==> config.mk <==
export PLATFORM = sky130hd
export DESIGN_NAME = merge_top
export DESIGN_NICKNAME = d
export VERILOG_FILES = /design/src/source/merge_data_pkg.sv /design/src/source/merge_cfg_pkg.sv /design/src/source/lane_bus_if.sv /design/src/source/wb_lane_regs.sv /design/src/source/lane_skew.sv /design/src/source/merge_unit.sv /design/src/source/merge_top.sv
export SDC_FILE = /design/constraint.sdc
export NUM_CORES = 2
export LEC_CHECK = 0
export BUFFER_PORTS_ARGS = -buffer_cell sky130_fd_sc_hd__buf_2
export CAP_MARGIN = 20
export CORE_MARGIN = 10
export CORE_UTILIZATION = 40
export DETAILED_ROUTE_END_ITERATION = 12
export HOLD_SLACK_MARGIN = 0.03
export PLACE_DENSITY_LB_ADDON = 0.3
export SLEW_MARGIN = 20
export SYNTH_ARGS = -nofsm -noshare
export SYNTH_HDL_FRONTEND = slang
export SYNTH_SLANG_ARGS = --single-unit
==> constraint.sdc <==
create_clock -name clk -period 14.37 [get_ports clk]
set_input_delay 1.437 -clock clk [delete_from_list [all_inputs] [get_ports clk]]
set_output_delay 1.437 -clock clk [all_outputs]
set_load 0.02 [all_outputs]
==> src/source/merge_data_pkg.sv <==
package merge_data_pkg;

    // Data path sizing
    localparam int DATA_W  = 32;  // Lane word and output word
    localparam int DELAY_W = 8;   // Start delay before a sweep
    localparam int LANES   = 16;
    localparam int LANE_W  = 4;   // Index into LANES

    // Merge sequencing
    typedef enum logic [1:0] {
        MRG_IDLE,
        MRG_WAIT,   // Counting down the start delay
        MRG_SWEEP   // One lane per cycle
    } merge_state_t;

endpackage

==> src/source/merge_cfg_pkg.sv <==
package merge_cfg_pkg;

    localparam int WB_ADR_W = 5;  // Word addresses

    // Register map
    localparam logic [WB_ADR_W-1:0] ADR_LANE0  = WB_ADR_W'(0);   // Lanes at 0 to 15
    localparam logic [WB_ADR_W-1:0] ADR_DELAY  = WB_ADR_W'(16);
    localparam logic [WB_ADR_W-1:0] ADR_CTRL   = WB_ADR_W'(17);  // Write only
    localparam logic [WB_ADR_W-1:0] ADR_STATUS = WB_ADR_W'(18);  // Bit 0 is busy

    // Opcodes written to ADR_CTRL
    typedef enum logic [1:0] {
        CMD_NOP   = 2'd0,
        CMD_RUN   = 2'd1,  // Start a sweep
        CMD_CLEAR = 2'd2   // Zero all lane words
    } merge_cmd_t;

endpackage

==> src/source/lane_bus_if.sv <==
`timescale 1ns/10ps

interface lane_bus_if;
    import merge_data_pkg::*;

    logic [LANES-1:0][DATA_W-1:0] lanes;  // Skewed lane words
    logic                         run;    // Sweep start pulse
    logic [DELAY_W-1:0]           delay;

    // Skew stage side
    modport src (
        output lanes,
        output run,
        output delay
    );

    // Merge side
    modport snk (
        input lanes,
        input run,
        input delay
    );

endinterface

==> src/source/wb_lane_regs.sv <==
`timescale 1ns/10ps

module wb_lane_regs (
    input  logic                                                    clk,
    input  logic                                                    rst,
    input  logic                                                    wb_cyc,
    input  logic                                                    wb_stb,
    input  logic                                                    wb_we,
    input  logic [merge_cfg_pkg::WB_ADR_W-1:0]                      wb_adr,
    input  logic [merge_data_pkg::DATA_W-1:0]                       wb_dat_w,
    output logic [merge_data_pkg::DATA_W-1:0]                       wb_dat_r,
    output logic                                                    wb_ack,
    output logic                                                    run,
    output logic [merge_data_pkg::LANES*merge_data_pkg::DATA_W-1:0] lane_words,
    output logic [merge_data_pkg::DELAY_W-1:0]                      delay_value,
    input  logic                                                    busy
);
    import merge_data_pkg::*;
    import merge_cfg_pkg::*;

    logic [LANES-1:0][DATA_W-1:0] lanes_q;
    logic [DELAY_W-1:0]           delay_q;
    logic [DATA_W-1:0]            rd_data;
    logic [LANE_W-1:0]            lane_idx;
    logic                         lane_hit;
    logic                         access;
    logic                         cmd_hit;
    logic                         run_cmd;
    logic                         clear_cmd;
    merge_cmd_t                   cmd;

    assign access   = wb_cyc && wb_stb && !wb_ack;  // First cycle of a transfer
    assign lane_hit = (wb_adr < WB_ADR_W'(ADR_LANE0 + LANES));
    assign lane_idx = LANE_W'(wb_adr - ADR_LANE0);
    assign cmd      = merge_cmd_t'(wb_dat_w[$bits(merge_cmd_t)-1:0]);
    assign cmd_hit  = wb_ack && wb_we && (wb_adr == ADR_CTRL);  // Master holds until ack

    assign lane_words  = lanes_q;
    assign delay_value = delay_q;

    always_comb begin
        run_cmd   = 1'b0;
        clear_cmd = 1'b0;
        case (cmd)
            CMD_RUN:   run_cmd   = cmd_hit;
            CMD_CLEAR: clear_cmd = cmd_hit;
            CMD_NOP:   ;
            default:   ;
        endcase
    end

    always_comb begin
        rd_data = '0;  // Unmapped and control reads
        if (lane_hit) begin
            rd_data = lanes_q[lane_idx];
        end else if (wb_adr == ADR_DELAY) begin
            rd_data = DATA_W'(delay_q);
        end else if (wb_adr == ADR_STATUS) begin
            rd_data = DATA_W'(busy);
        end
    end

    always_ff @(posedge clk or posedge rst) begin
        if (rst) begin
            wb_ack  <= 1'b0;
            run     <= 1'b0;
            delay_q <= '0;
        end else begin
            wb_ack <= access;
            run    <= run_cmd;  // Cycle after the ack
            if (access && wb_we && (wb_adr == ADR_DELAY)) begin
                delay_q <= wb_dat_w[DELAY_W-1:0];
            end
        end
    end

    always_ff @(posedge clk) begin
        if (access && !wb_we) begin
            wb_dat_r <= rd_data;
        end
        if (clear_cmd) begin
            lanes_q <= '0;
        end else if (access && wb_we && lane_hit) begin
            lanes_q[lane_idx] <= wb_dat_w;
        end
    end

    // Ack lasts one cycle even when the master starts a new transfer right away
    ack_pulse_a: assert property (@(posedge clk) disable iff (rst)
        wb_ack |=> !wb_ack);

    ack_in_cycle_a: assert property (@(posedge clk) disable iff (rst)
        wb_ack |-> (wb_cyc && wb_stb));

endmodule

==> src/source/lane_skew.sv <==
`timescale 1ns/10ps

module lane_skew (
    input  logic                                                    clk,
    input  logic                                                    rst,
    input  logic                                                    run,
    input  logic [merge_data_pkg::LANES*merge_data_pkg::DATA_W-1:0] lane_words,
    input  logic [merge_data_pkg::DELAY_W-1:0]                      delay_value,
    lane_bus_if.src                                                 bus
);
    import merge_data_pkg::*;

    logic [LANES-1:0][DATA_W-1:0] words_in;
    logic [LANES-1:1][DATA_W-1:0] cap_q;    // Lane 0 loads straight from the bank
    logic [LANES-2:0]             rel_q;    // Bit k-1 releases lane k
    logic [LANES-1:0][DATA_W-1:0] lanes_q;

    assign words_in = lane_words;

    always_ff @(posedge clk or posedge rst) begin
        if (rst) begin
            rel_q <= '0;
        end else if (run) begin
            rel_q <= {{(LANES-2){1'b0}}, 1'b1};  // Restart the stagger
        end else begin
            rel_q <= rel_q << 1;
        end
    end

    always_ff @(posedge clk) begin
        if (run) begin
            cap_q      <= words_in[LANES-1:1];
            lanes_q[0] <= words_in[0];
        end
        for (int k = 1; k < LANES; k++) begin
            if (rel_q[k-1]) begin
                lanes_q[k] <= cap_q[k];  // k cycles after lane 0
            end
        end
    end

    assign bus.lanes = lanes_q;
    assign bus.run   = run;
    assign bus.delay = delay_value;

    // Only one lane opens per cycle
    rel_onehot_a: assert property (@(posedge clk) disable iff (rst)
        $onehot0(rel_q));

endmodule

==> src/source/merge_unit.sv <==
`timescale 1ns/10ps

module merge_unit (
    input  logic                              clk,
    input  logic                              rst,
    lane_bus_if.snk                           bus,
    output logic [merge_data_pkg::DATA_W-1:0] merge_out,
    output logic                              merge_valid,
    output logic                              busy
);
    import merge_data_pkg::*;

    merge_state_t       state;
    logic [DELAY_W-1:0] delay_cnt;
    logic [LANE_W-1:0]  lane_cnt;
    logic               last_lane;

    assign last_lane = (lane_cnt == LANE_W'(LANES - 1));

    always_ff @(posedge clk or posedge rst) begin
        if (rst) begin
            state     <= MRG_IDLE;
            delay_cnt <= '0;
            lane_cnt  <= '0;
        end else if (bus.run) begin
            delay_cnt <= bus.delay;  // Restarts an active sweep too
            lane_cnt  <= '0;
            state     <= (bus.delay == '0) ? MRG_SWEEP : MRG_WAIT;
        end else begin
            case (state)
                MRG_WAIT: begin
                    delay_cnt <= delay_cnt - 1'b1;
                    if (delay_cnt == DELAY_W'(1)) begin
                        state <= MRG_SWEEP;
                    end
                end
                MRG_SWEEP: begin
                    lane_cnt <= lane_cnt + 1'b1;  // Wraps on the last lane
                    if (last_lane) begin
                        state <= MRG_IDLE;
                    end
                end
                default: state <= MRG_IDLE;
            endcase
        end
    end

    always_ff @(posedge clk or posedge rst) begin
        if (rst) begin
            merge_out   <= '0;
            merge_valid <= 1'b0;
        end else begin
            merge_valid <= (state == MRG_SWEEP);
            merge_out   <= (state == MRG_SWEEP) ? bus.lanes[lane_cnt] : '0;
        end
    end

    // Covers the run cycle and the final registered word
    assign busy = bus.run || (state != MRG_IDLE) || merge_valid;

    // Valid words only once the start delay has run out
    valid_in_sweep_a: assert property (@(posedge clk) disable iff (rst)
        merge_valid |-> $past((state == MRG_SWEEP) && (delay_cnt == '0)));

    // Counter returns to zero only at the end of a sweep or on a run
    wrap_at_end_a: assert property (@(posedge clk) disable iff (rst)
        ($changed(lane_cnt) && (lane_cnt == '0) && !$past(bus.run))
            |-> $past((state == MRG_SWEEP) && last_lane));

endmodule

==> src/source/merge_top.sv <==
`timescale 1ns/10ps

module merge_top (
    input  logic                              clk,
    input  logic                              rst,
    input  logic                              wb_cyc,
    input  logic                              wb_stb,
    input  logic                              wb_we,
    input  logic [merge_cfg_pkg::WB_ADR_W-1:0] wb_adr,
    input  logic [merge_data_pkg::DATA_W-1:0] wb_dat_w,
    output logic [merge_data_pkg::DATA_W-1:0] wb_dat_r,
    output logic                              wb_ack,
    output logic [merge_data_pkg::DATA_W-1:0] merge_out,
    output logic                              merge_valid
);
    import merge_data_pkg::*;

    logic [LANES*DATA_W-1:0] lane_words;
    logic [DELAY_W-1:0]      delay_value;
    logic                    run;
    logic                    busy;

    lane_bus_if lane_bus ();

    wb_lane_regs u_regs (
        .clk         (clk),
        .rst         (rst),
        .wb_cyc      (wb_cyc),
        .wb_stb      (wb_stb),
        .wb_we       (wb_we),
        .wb_adr      (wb_adr),
        .wb_dat_w    (wb_dat_w),
        .wb_dat_r    (wb_dat_r),
        .wb_ack      (wb_ack),
        .run         (run),
        .lane_words  (lane_words),
        .delay_value (delay_value),
        .busy        (busy)
    );

    lane_skew u_skew (
        .clk         (clk),
        .rst         (rst),
        .run         (run),
        .lane_words  (lane_words),
        .delay_value (delay_value),
        .bus         (lane_bus.src)
    );

    merge_unit u_merge (
        .clk         (clk),
        .rst         (rst),
        .bus         (lane_bus.snk),
        .merge_out   (merge_out),
        .merge_valid (merge_valid),
        .busy        (busy)
    );

endmodule

== Word level (Yosys, flattened, before mapping) ==
Cells that the tools add are included.

* $add $sub $neg: 2
* $lt $le $gt $ge: 4
* Eq/ne operators: 11
* Muxes and demuxes: 23
* Reduce and logical (&&, ||, !) cells: 18

{| class="wikitable"
|+ Operator list
! kind !! number
|-
| bitwise mux 512 bit || 1
|-
| binary-select mux 32 bit (select 4 bit) || 2
|-
| 2-to-1 mux 32 bit || 6
|-
| demux 32 bit (select 4 bit) || 1
|-
| 2-to-1 mux 8 bit || 2
|-
| == test 5 bit, second input constant || 3
|-
| 2-to-1 mux 15 bit || 1
|-
| less-than comparator 4 x 5 -> 1 bit, second input constant || 2
|-
| logical AND 1 bit || 9
|-
| == test 8 x 1 -> 1 bit, second input constant || 1
|-
| logical NOT 8 bit || 1
|-
| 2-to-1 mux 2 bit || 4
|-
| 2-to-1 mux 4 bit || 2
|-
| subtractor 8 x 1 -> 8 bit, second input constant || 1
|-
| inequality test 3 x 2 -> 1 bit, second input constant || 2
|-
| nonzero test 2 bit || 3
|-
| less-than comparator 5 bit, second input constant || 1
|-
| adder 4 x 1 -> 4 bit, second input constant || 1
|-
| == test 2 x 1 -> 1 bit, second input constant || 2
|-
| == test 2 bit, second input constant || 2
|-
| == test 4 bit, second input constant || 1
|-
| >= comparator 4 x 1 -> 1 bit, second input constant || 1
|-
| one-hot mux 2 bit (2 select lines) || 1
|-
| 2-to-1 mux 1 bit || 3
|-
| other kinds (3) || 5
|}

* Register bits after elaboration: 1608
* Input port bits: 42
* Output and inout port bits: 66
* Logic and storage cells: 115

== Depth between registers and ports, before layout ==
* Depth in word-level cells: 6
* Gate-level depth with buffers: 8
* Depth with buffers taken out: 5

== By module ==
Synthesis repeated with hierarchy kept, for this count alone.

* Cells, all modules: 4404
* Area total of the unflattened synthesis: 60290.3 um^2

{| class="wikitable"
|+ By module, submodules not included
! module !! instances !! cells an instance !! area an instance (um^2) !! sequential area each (um^2)
|-
| lane_skew || 1 || 1032 || 30362.9 || 30163.9
|-
| wb_lane_regs || 1 || 2710 || 23800.3 || 11461.0
|-
| merge_unit || 1 || 662 || 6127.1 || 1176.1
|}

== Worst setup path after synthesis ==
OpenSTA, ideal clock, no wires.

* Path type: register to register
* From: register u_regs.run
* To: register u_skew.rel_q[0]
* Library setup time: 1.250 ns
* Data arrival time: 10.733 ns
* Data required time: 13.120 ns
* Slack: 2.387 ns
* Cell stages (with the launch flop): 1
* Buffers on the path: 0
* Clock period less this slack: 11.983 ns
* Cell sequence: dfrtp_1

* Longest elaborated chain between the ends: 1

{| class="wikitable"
|+ RTL lines
! item !! line !! source
|-
| start, declared || wb_lane_regs.sv:13 || <nowiki>output logic run,</nowiki>
|-
| start signal, assigned || wb_lane_regs.sv:70 || <nowiki>run <= run_cmd;</nowiki>
|-
| 2-to-1 mux 15 bit || lane_skew.sv:23 || <nowiki>end else if (run) begin</nowiki>
|-
| end signal, assigned || lane_skew.sv:24 || <nowiki>rel_q <= {{(LANES-2){1'b0}}, 1'b1};</nowiki>
|-
| end signal, assigned || lane_skew.sv:26 || <nowiki>rel_q <= rel_q << 1;</nowiki>
|-
| end, declared || lane_skew.sv:15 || <nowiki>logic [LANES-2:0] rel_q;</nowiki>
|}

Every way passes these cells.
A chain may end at the register's enable or synchronous reset.

== Final worst setup path ==
* From: input wb_adr[0] (netlist name)
* To: register u_regs.lanes_q, in the netlist u_regs.lane_words[474]

* Longest elaborated chain between the ends: 5
* Elaborated cells on any way between the ends: 11
* Classes of those cells: order compare: 3; eq/ne: 1; mux: 4; reduce/logical: 3

{| class="wikitable"
|+ RTL lines
! item !! line !! source
|-
| start, declared || merge_top.sv:9 || <nowiki>input logic [merge_cfg_pkg::WB_ADR_W-1:0] wb_adr,</nowiki>
|-
| less-than comparator 4 x 5 -> 1 bit (implied by the code) or >= comparator 4 x 1 -> 1 bit (tied branches) || wb_lane_regs.sv:84 || <nowiki>lanes_q[lane_idx] <= wb_dat_w;</nowiki>
|-
| logical AND 1 bit (implied by the code) || wb_lane_regs.sv:84 ||
|-
| 2-to-1 mux 32 bit (implied by the code) || wb_lane_regs.sv:84 ||
|-
| demux 32 bit (select 4 bit) || -- ||
|-
| bitwise mux 512 bit || wb_lane_regs.sv:84 ||
|-
| end signal, assigned by index || wb_lane_regs.sv:84 ||
|-
| end, declared || wb_lane_regs.sv:21 || <nowiki>logic [LANES-1:0][DATA_W-1:0] lanes_q;</nowiki>
|}

Several ways; a longest one is shown, not always the timed one.

==> flow_summary.html <==
<table>
<tr><th>Metric</th><th>Value</th></tr>
<tr><th colspan="2">Run status</th></tr>
<tr><td>Outcome</td><td>complete, no violations</td></tr>
<tr><th colspan="2">Logic synthesis</th></tr>
<tr><td>Number of warnings reported in the yosys synthesis log</td><td>0</td></tr>
<tr><td>Post-synth net total</td><td>around 4200</td></tr>
<tr><td>Leading area contributor after synthesis</td><td>edfxtp_1</td></tr>
<tr><td>Cell count after synthesis</td><td>around 4100</td></tr>
<tr><td>Portion of the post-synthesis area used by sequential elements</td><td>71.8%</td></tr>
<tr><td>Fraction of registers with async set or reset after synthesis</td><td>about 4.5%</td></tr>
<tr><td>EDFF count, synth</td><td>slightly above 1000</td></tr>
<tr><td>Mean instance size in the synthesized netlist</td><td>14.4 µm²</td></tr>
<tr><td>Prevailing post-synth register cell</td><td>edfxtp_1</td></tr>
<tr><td>Register bit total from synthesis</td><td>1608</td></tr>
<tr><td>Synth top area share</td><td>between 50 and 60%</td></tr>
<tr><td>Top area cells in the synthesized netlist</td><td>edfxtp_1, dfxtp_1, mux4_2</td></tr>
<tr><td>Area of the mapped netlist</td><td>a little under 60000 µm²</td></tr>
<tr><td>Synth cell types</td><td>54</td></tr>
<tr><th colspan="2">Floorplan</th></tr>
<tr><td>Floorplan Core Area</td><td>148000 µm²</td></tr>
<tr><td>Area enclosed by the die boundary</td><td>~160000 µm²</td></tr>
<tr><td>Chip height</td><td>approximately 410 µm</td></tr>
<tr><td>Horizontal extent of the die</td><td>406 µm</td></tr>
<tr><td>Count of pins on the block boundary</td><td>roughly 110</td></tr>
<tr><td>Row count</td><td>141</td></tr>
<tr><td>Initial standard-cell utilization of the core</td><td>40.3%</td></tr>
<tr><th colspan="2">Place</th></tr>
<tr><td>Place WS</td><td>8860 ps</td></tr>
<tr><td>Placer's final routability congestion estimate</td><td>0.786</td></tr>
<tr><td>Half-perimeter wire length after detailed placement</td><td>around 100000 µm</td></tr>
<tr><td>Number of port buffers</td><td>about 110</td></tr>
<tr><th colspan="2">Timing</th></tr>
<tr><td>Setup TNS</td><td>0 ps</td></tr>
<tr><td>Highest Clock Rate</td><td>209 MHz</td></tr>
<tr><td>Worst clock skew</td><td>around 28 ps</td></tr>
<tr><td>Share of the cycle needed by the critical path after routing</td><td>between 30% and 40%</td></tr>
<tr><td>Max-slew violation count</td><td>0</td></tr>
<tr><td>Worst-margin pin slew</td><td>~1100 ps</td></tr>
<tr><td>Setup repair after global routing missed its margin</td><td>no</td></tr>
<tr><td>Final worst path period need</td><td>between 4000 and 5000 ps</td></tr>
<tr><td>Number of setup violations in the final report</td><td>0</td></tr>
<tr><td>Worst slew slack as a fraction of its limit</td><td>a little under a quarter</td></tr>
<tr><td>Minimum setup slack in the final design</td><td>9590 ps</td></tr>
<tr><td>Hold Vio Cnt, Final</td><td>0</td></tr>
<tr><td>Final Hold Slack</td><td>approximately 400 ps</td></tr>
<tr><th colspan="2">Power and ir drop</th></tr>
<tr><td>Power density cells</td><td>157 nW/µm²</td></tr>
<tr><td>Static leakage power</td><td>about 23 nW</td></tr>
<tr><td>Worst IR Drop VDD</td><td>0.130 mV</td></tr>
<tr><th colspan="2">Layout</th></tr>
<tr><td>Share of the core filled with cells in the final layout</td><td>roughly 45%</td></tr>
<tr><td>Commonest non-fill, non-tap cells in the layout</td><td>nand2_1, edfxtp_1, a21oi_1</td></tr>
<tr><td>Register area</td><td>42800 µm²</td></tr>
<tr><td>Fraction of final layout cells sized beyond drive strength 1</td><td>between 15 and 20%</td></tr>
<tr><td>Number of nets in the finished design</td><td>4219</td></tr>
<tr><td>Filler instances</td><td>between 10000 and 15000</td></tr>
<tr><td>Layout overhead on the synthesized area</td><td>12.5%</td></tr>
<tr><td>Most common library cell in the layout ignoring fill and taps</td><td>nand2_1</td></tr>
<tr><td>Area taken by multi-input logic gates</td><td>15300 µm²</td></tr>
<tr><th colspan="2">Detailed routing</th></tr>
<tr><td>Routed via count</td><td>about 35000</td></tr>
<tr><td>Number of detailed-route iterations in the first pass</td><td>5</td></tr>
<tr><td># DRC</td><td>0</td></tr>
<tr><td>Total routed wirelength</td><td>181000 µm</td></tr>
<tr><td>1st-iter DRT viols</td><td>between 4000 and 5000</td></tr>
<tr><td>Post-DR wirelength/cell</td><td>29.0 µm</td></tr>
<tr><td>Via-per-instance ratio</td><td>5.68</td></tr>
<tr><td>Count of antenna-violating nets left after detailed routing</td><td>0</td></tr>
<tr><th colspan="2">Clocking</th></tr>
<tr><td>Setup Fix Bufs, Post-CTS</td><td>0</td></tr>
<tr><td>Total of hold buffers inserted after clock tree synthesis</td><td>0</td></tr>
<tr><td>Clk root buf</td><td>clkbuf_16</td></tr>
<tr><td>Clock latency reported for the late side of the worst-skew pair</td><td>between 700 and 800 ps</td></tr>
<tr><td>Number of clock sinks</td><td>roughly 1600</td></tr>
<tr><td>Number of clock buffers inserted by TritonCTS</td><td>between 150 and 200</td></tr>
<tr><td>CTS tree</td><td>yes</td></tr>
<tr><td>Maximum level of the CTS H-tree</td><td>4</td></tr>
<tr><td>Clock Tree Buf Depth</td><td>3</td></tr>
<tr><td>Cts repair resizes</td><td>0</td></tr>
<tr><td>Clock slew seen by the registers of the worst setup and hold paths</td><td>~60 ps</td></tr>
<tr><th colspan="2">Flow run</th></tr>
<tr><td>Max-capacitance violation count</td><td>0</td></tr>
<tr><th colspan="2">Worst hold path</th></tr>
<tr><td>Hold crit path type</td><td>flop to flop</td></tr>
<tr><th colspan="2">GRT</th></tr>
<tr><td>Global Route Usage Sum</td><td>a little over a fifth</td></tr>
<tr><td>Wire length of the first global-routing pass</td><td>approximately 250000 µm</td></tr>
<tr><td>Number of global-route vias before repair</td><td>~34000</td></tr>
<tr><td>Global-route congestion overflow total</td><td>0</td></tr>
<tr><td>Pin count of the biggest net entering global routing</td><td>roughly 170</td></tr>
<tr><td>Number of antenna violations at the first check in global routing</td><td>20</td></tr>
<tr><th colspan="2">Worst setup path</th></tr>
<tr><td>CP Class</td><td>input port to flop</td></tr>
<tr><td>Type of destination of the critical path</td><td>flop</td></tr>
<tr><td>Data required time of the worst path</td><td>approximately 15000 ps</td></tr>
<tr><td>Critical path fanouts, max</td><td>93</td></tr>
<tr><td>CP Launch Type</td><td>input port</td></tr>
<tr><td>Worst path arrival time</td><td>~5400 ps</td></tr>
</table>
[cell usage after synthesis (2+ instances only)]
master	number
mux2_2	8
nor4_2	2
or2_2	2
a22o_1	7
nor4_1	4
mux4_2	238
mux2i_1	129
xor2_1	8
nor2_1	30
a32oi_1	7
xnor2_1	2
buf_6	7
nor4_4	14
dfxtp_1	512
nand2b_1	6
a211o_1	7
buf_2	119
mux4_1	4
ha_1	3
o211ai_1	7
nand2_1	1060
a221o_1	7
and3_1	8
nand3_1	4
a21oi_1	513
nor2b_1	22
buf_4	41
nand4_1	24
inv_1	3
clkbuf_4	3
o21ai_0	9
o22ai_1	42
and2_1	6
dfrtp_1	72
buf_1	10
edfxtp_1	1024
clkbuf_1	138
a22oi_1	7
nand3b_1	2
nor3b_1	4
nor2_2	2
[flip-flops by register name, indices dropped and copies added, names as in the netlist]
signal / flops
u_merge.merge_valid: 1
u_regs.wb_dat_r: 32
u_regs.lane_words: 512
u_merge.lane_cnt: 4
u_merge.delay_cnt: 8
u_skew.cap_q: 480
u_skew.bus.lanes: 512
u_merge.state: 2
u_regs.delay_value: 8
u_merge.merge_out: 32
u_skew.rel_q: 15
u_regs.wb_ack: 1
u_regs.run: 1
[critical path, cell delays in order]
cell and delay (ps):
buf_8 560, and2b_1 300, nand4_1 220, nor3b_2 510
buf_4 340, buf_4 810, buf_4 850, a21oi_1 110
[logic make-up (layout without fill, tap and decap cells)]
family          Yosys count  in the layout  share of synthesized area [%]
compound gates          609            609                           5.46
xor+xnor                 10             10                          0.147
fa+ha+maj                 3              3                         0.0629
buf+inv                 322            498                           2.64
flops                  1608           1608                           71.8
mux                     379            379                           11.5
other cells               0              1                              0
simple gates           1199           1199                           8.45
[layout make-up]
class	count	share of cell area, %
Timing Repair Buffer	204	1.97
Clock inverter	79	1.07
Sequential cell	1608	63.8
Multi-Input combinational cell	2200	22.8
Antenna cell	1	0.00373
Tap cell	1930	3.60
Clock buffer	211	6.68
Inverter	4	0.0261
[report_power, final]
part	total (W)	leakage [nW]	switching [W]	internal, W
logic	0.00118	5.69	0.000653	0.000531
registers	0.00522	14.4	0.000179	0.00504
clock network	0.00414	2.55	0.00175	0.00239
total	0.0105	22.7	0.00258	0.00797
[per-layer routing]
layer | part of all wire [%] | up-vias | GRT usage (%)
li1 | - | 15200 | -
met1 | 40 | 18200 | 29.8
met2 | 47 | 1754 | 34.4
met3 | 9.6 | 338 | 4.46
met4 | 3.2 | 16 | 6.53
met5 | 0.053 | - | 0
[metrics by stage]
step	instances	cell area, µm²	power (W)
4_1_cts	6235	67100	0.0106
6_report	6237	67100	0.0105
3_3_place_gp	5942	61900	0.00650
5_1_grt	6236	67100	0.0109
2_1_floorplan	4130	59600	0.00610
3_5_place_dp	5945	61900	0.00652
[worst paths after layout]
path	slack [ps]	cells past startpoint	endpoint	start
min in group asynchronous	650	2	u_merge.delay_cnt[5]$_DFFE_PP0P_	rst
max in group asynchronous	12340	3	u_regs.run$_DFF_PP0_	rst
worst min register to register	400	0	u_skew.bus.lanes[169]$_DFFE_PP_	u_skew.cap_q[137]$_DFFE_PP_
worst max-delay path	9590	8	u_regs.lane_words[474]$_SDFFE_PP0P_	wb_adr[0]
worst max register to register	10170	5	u_merge.merge_out[26]$_DFF_PP0_	u_merge.lane_cnt[0]$_DFFE_PP0P_
worst min-delay path	400	0	u_skew.bus.lanes[169]$_DFFE_PP_	u_skew.cap_q[137]$_DFFE_PP_
No activity file was read; power rests on OpenSTA's default activity.
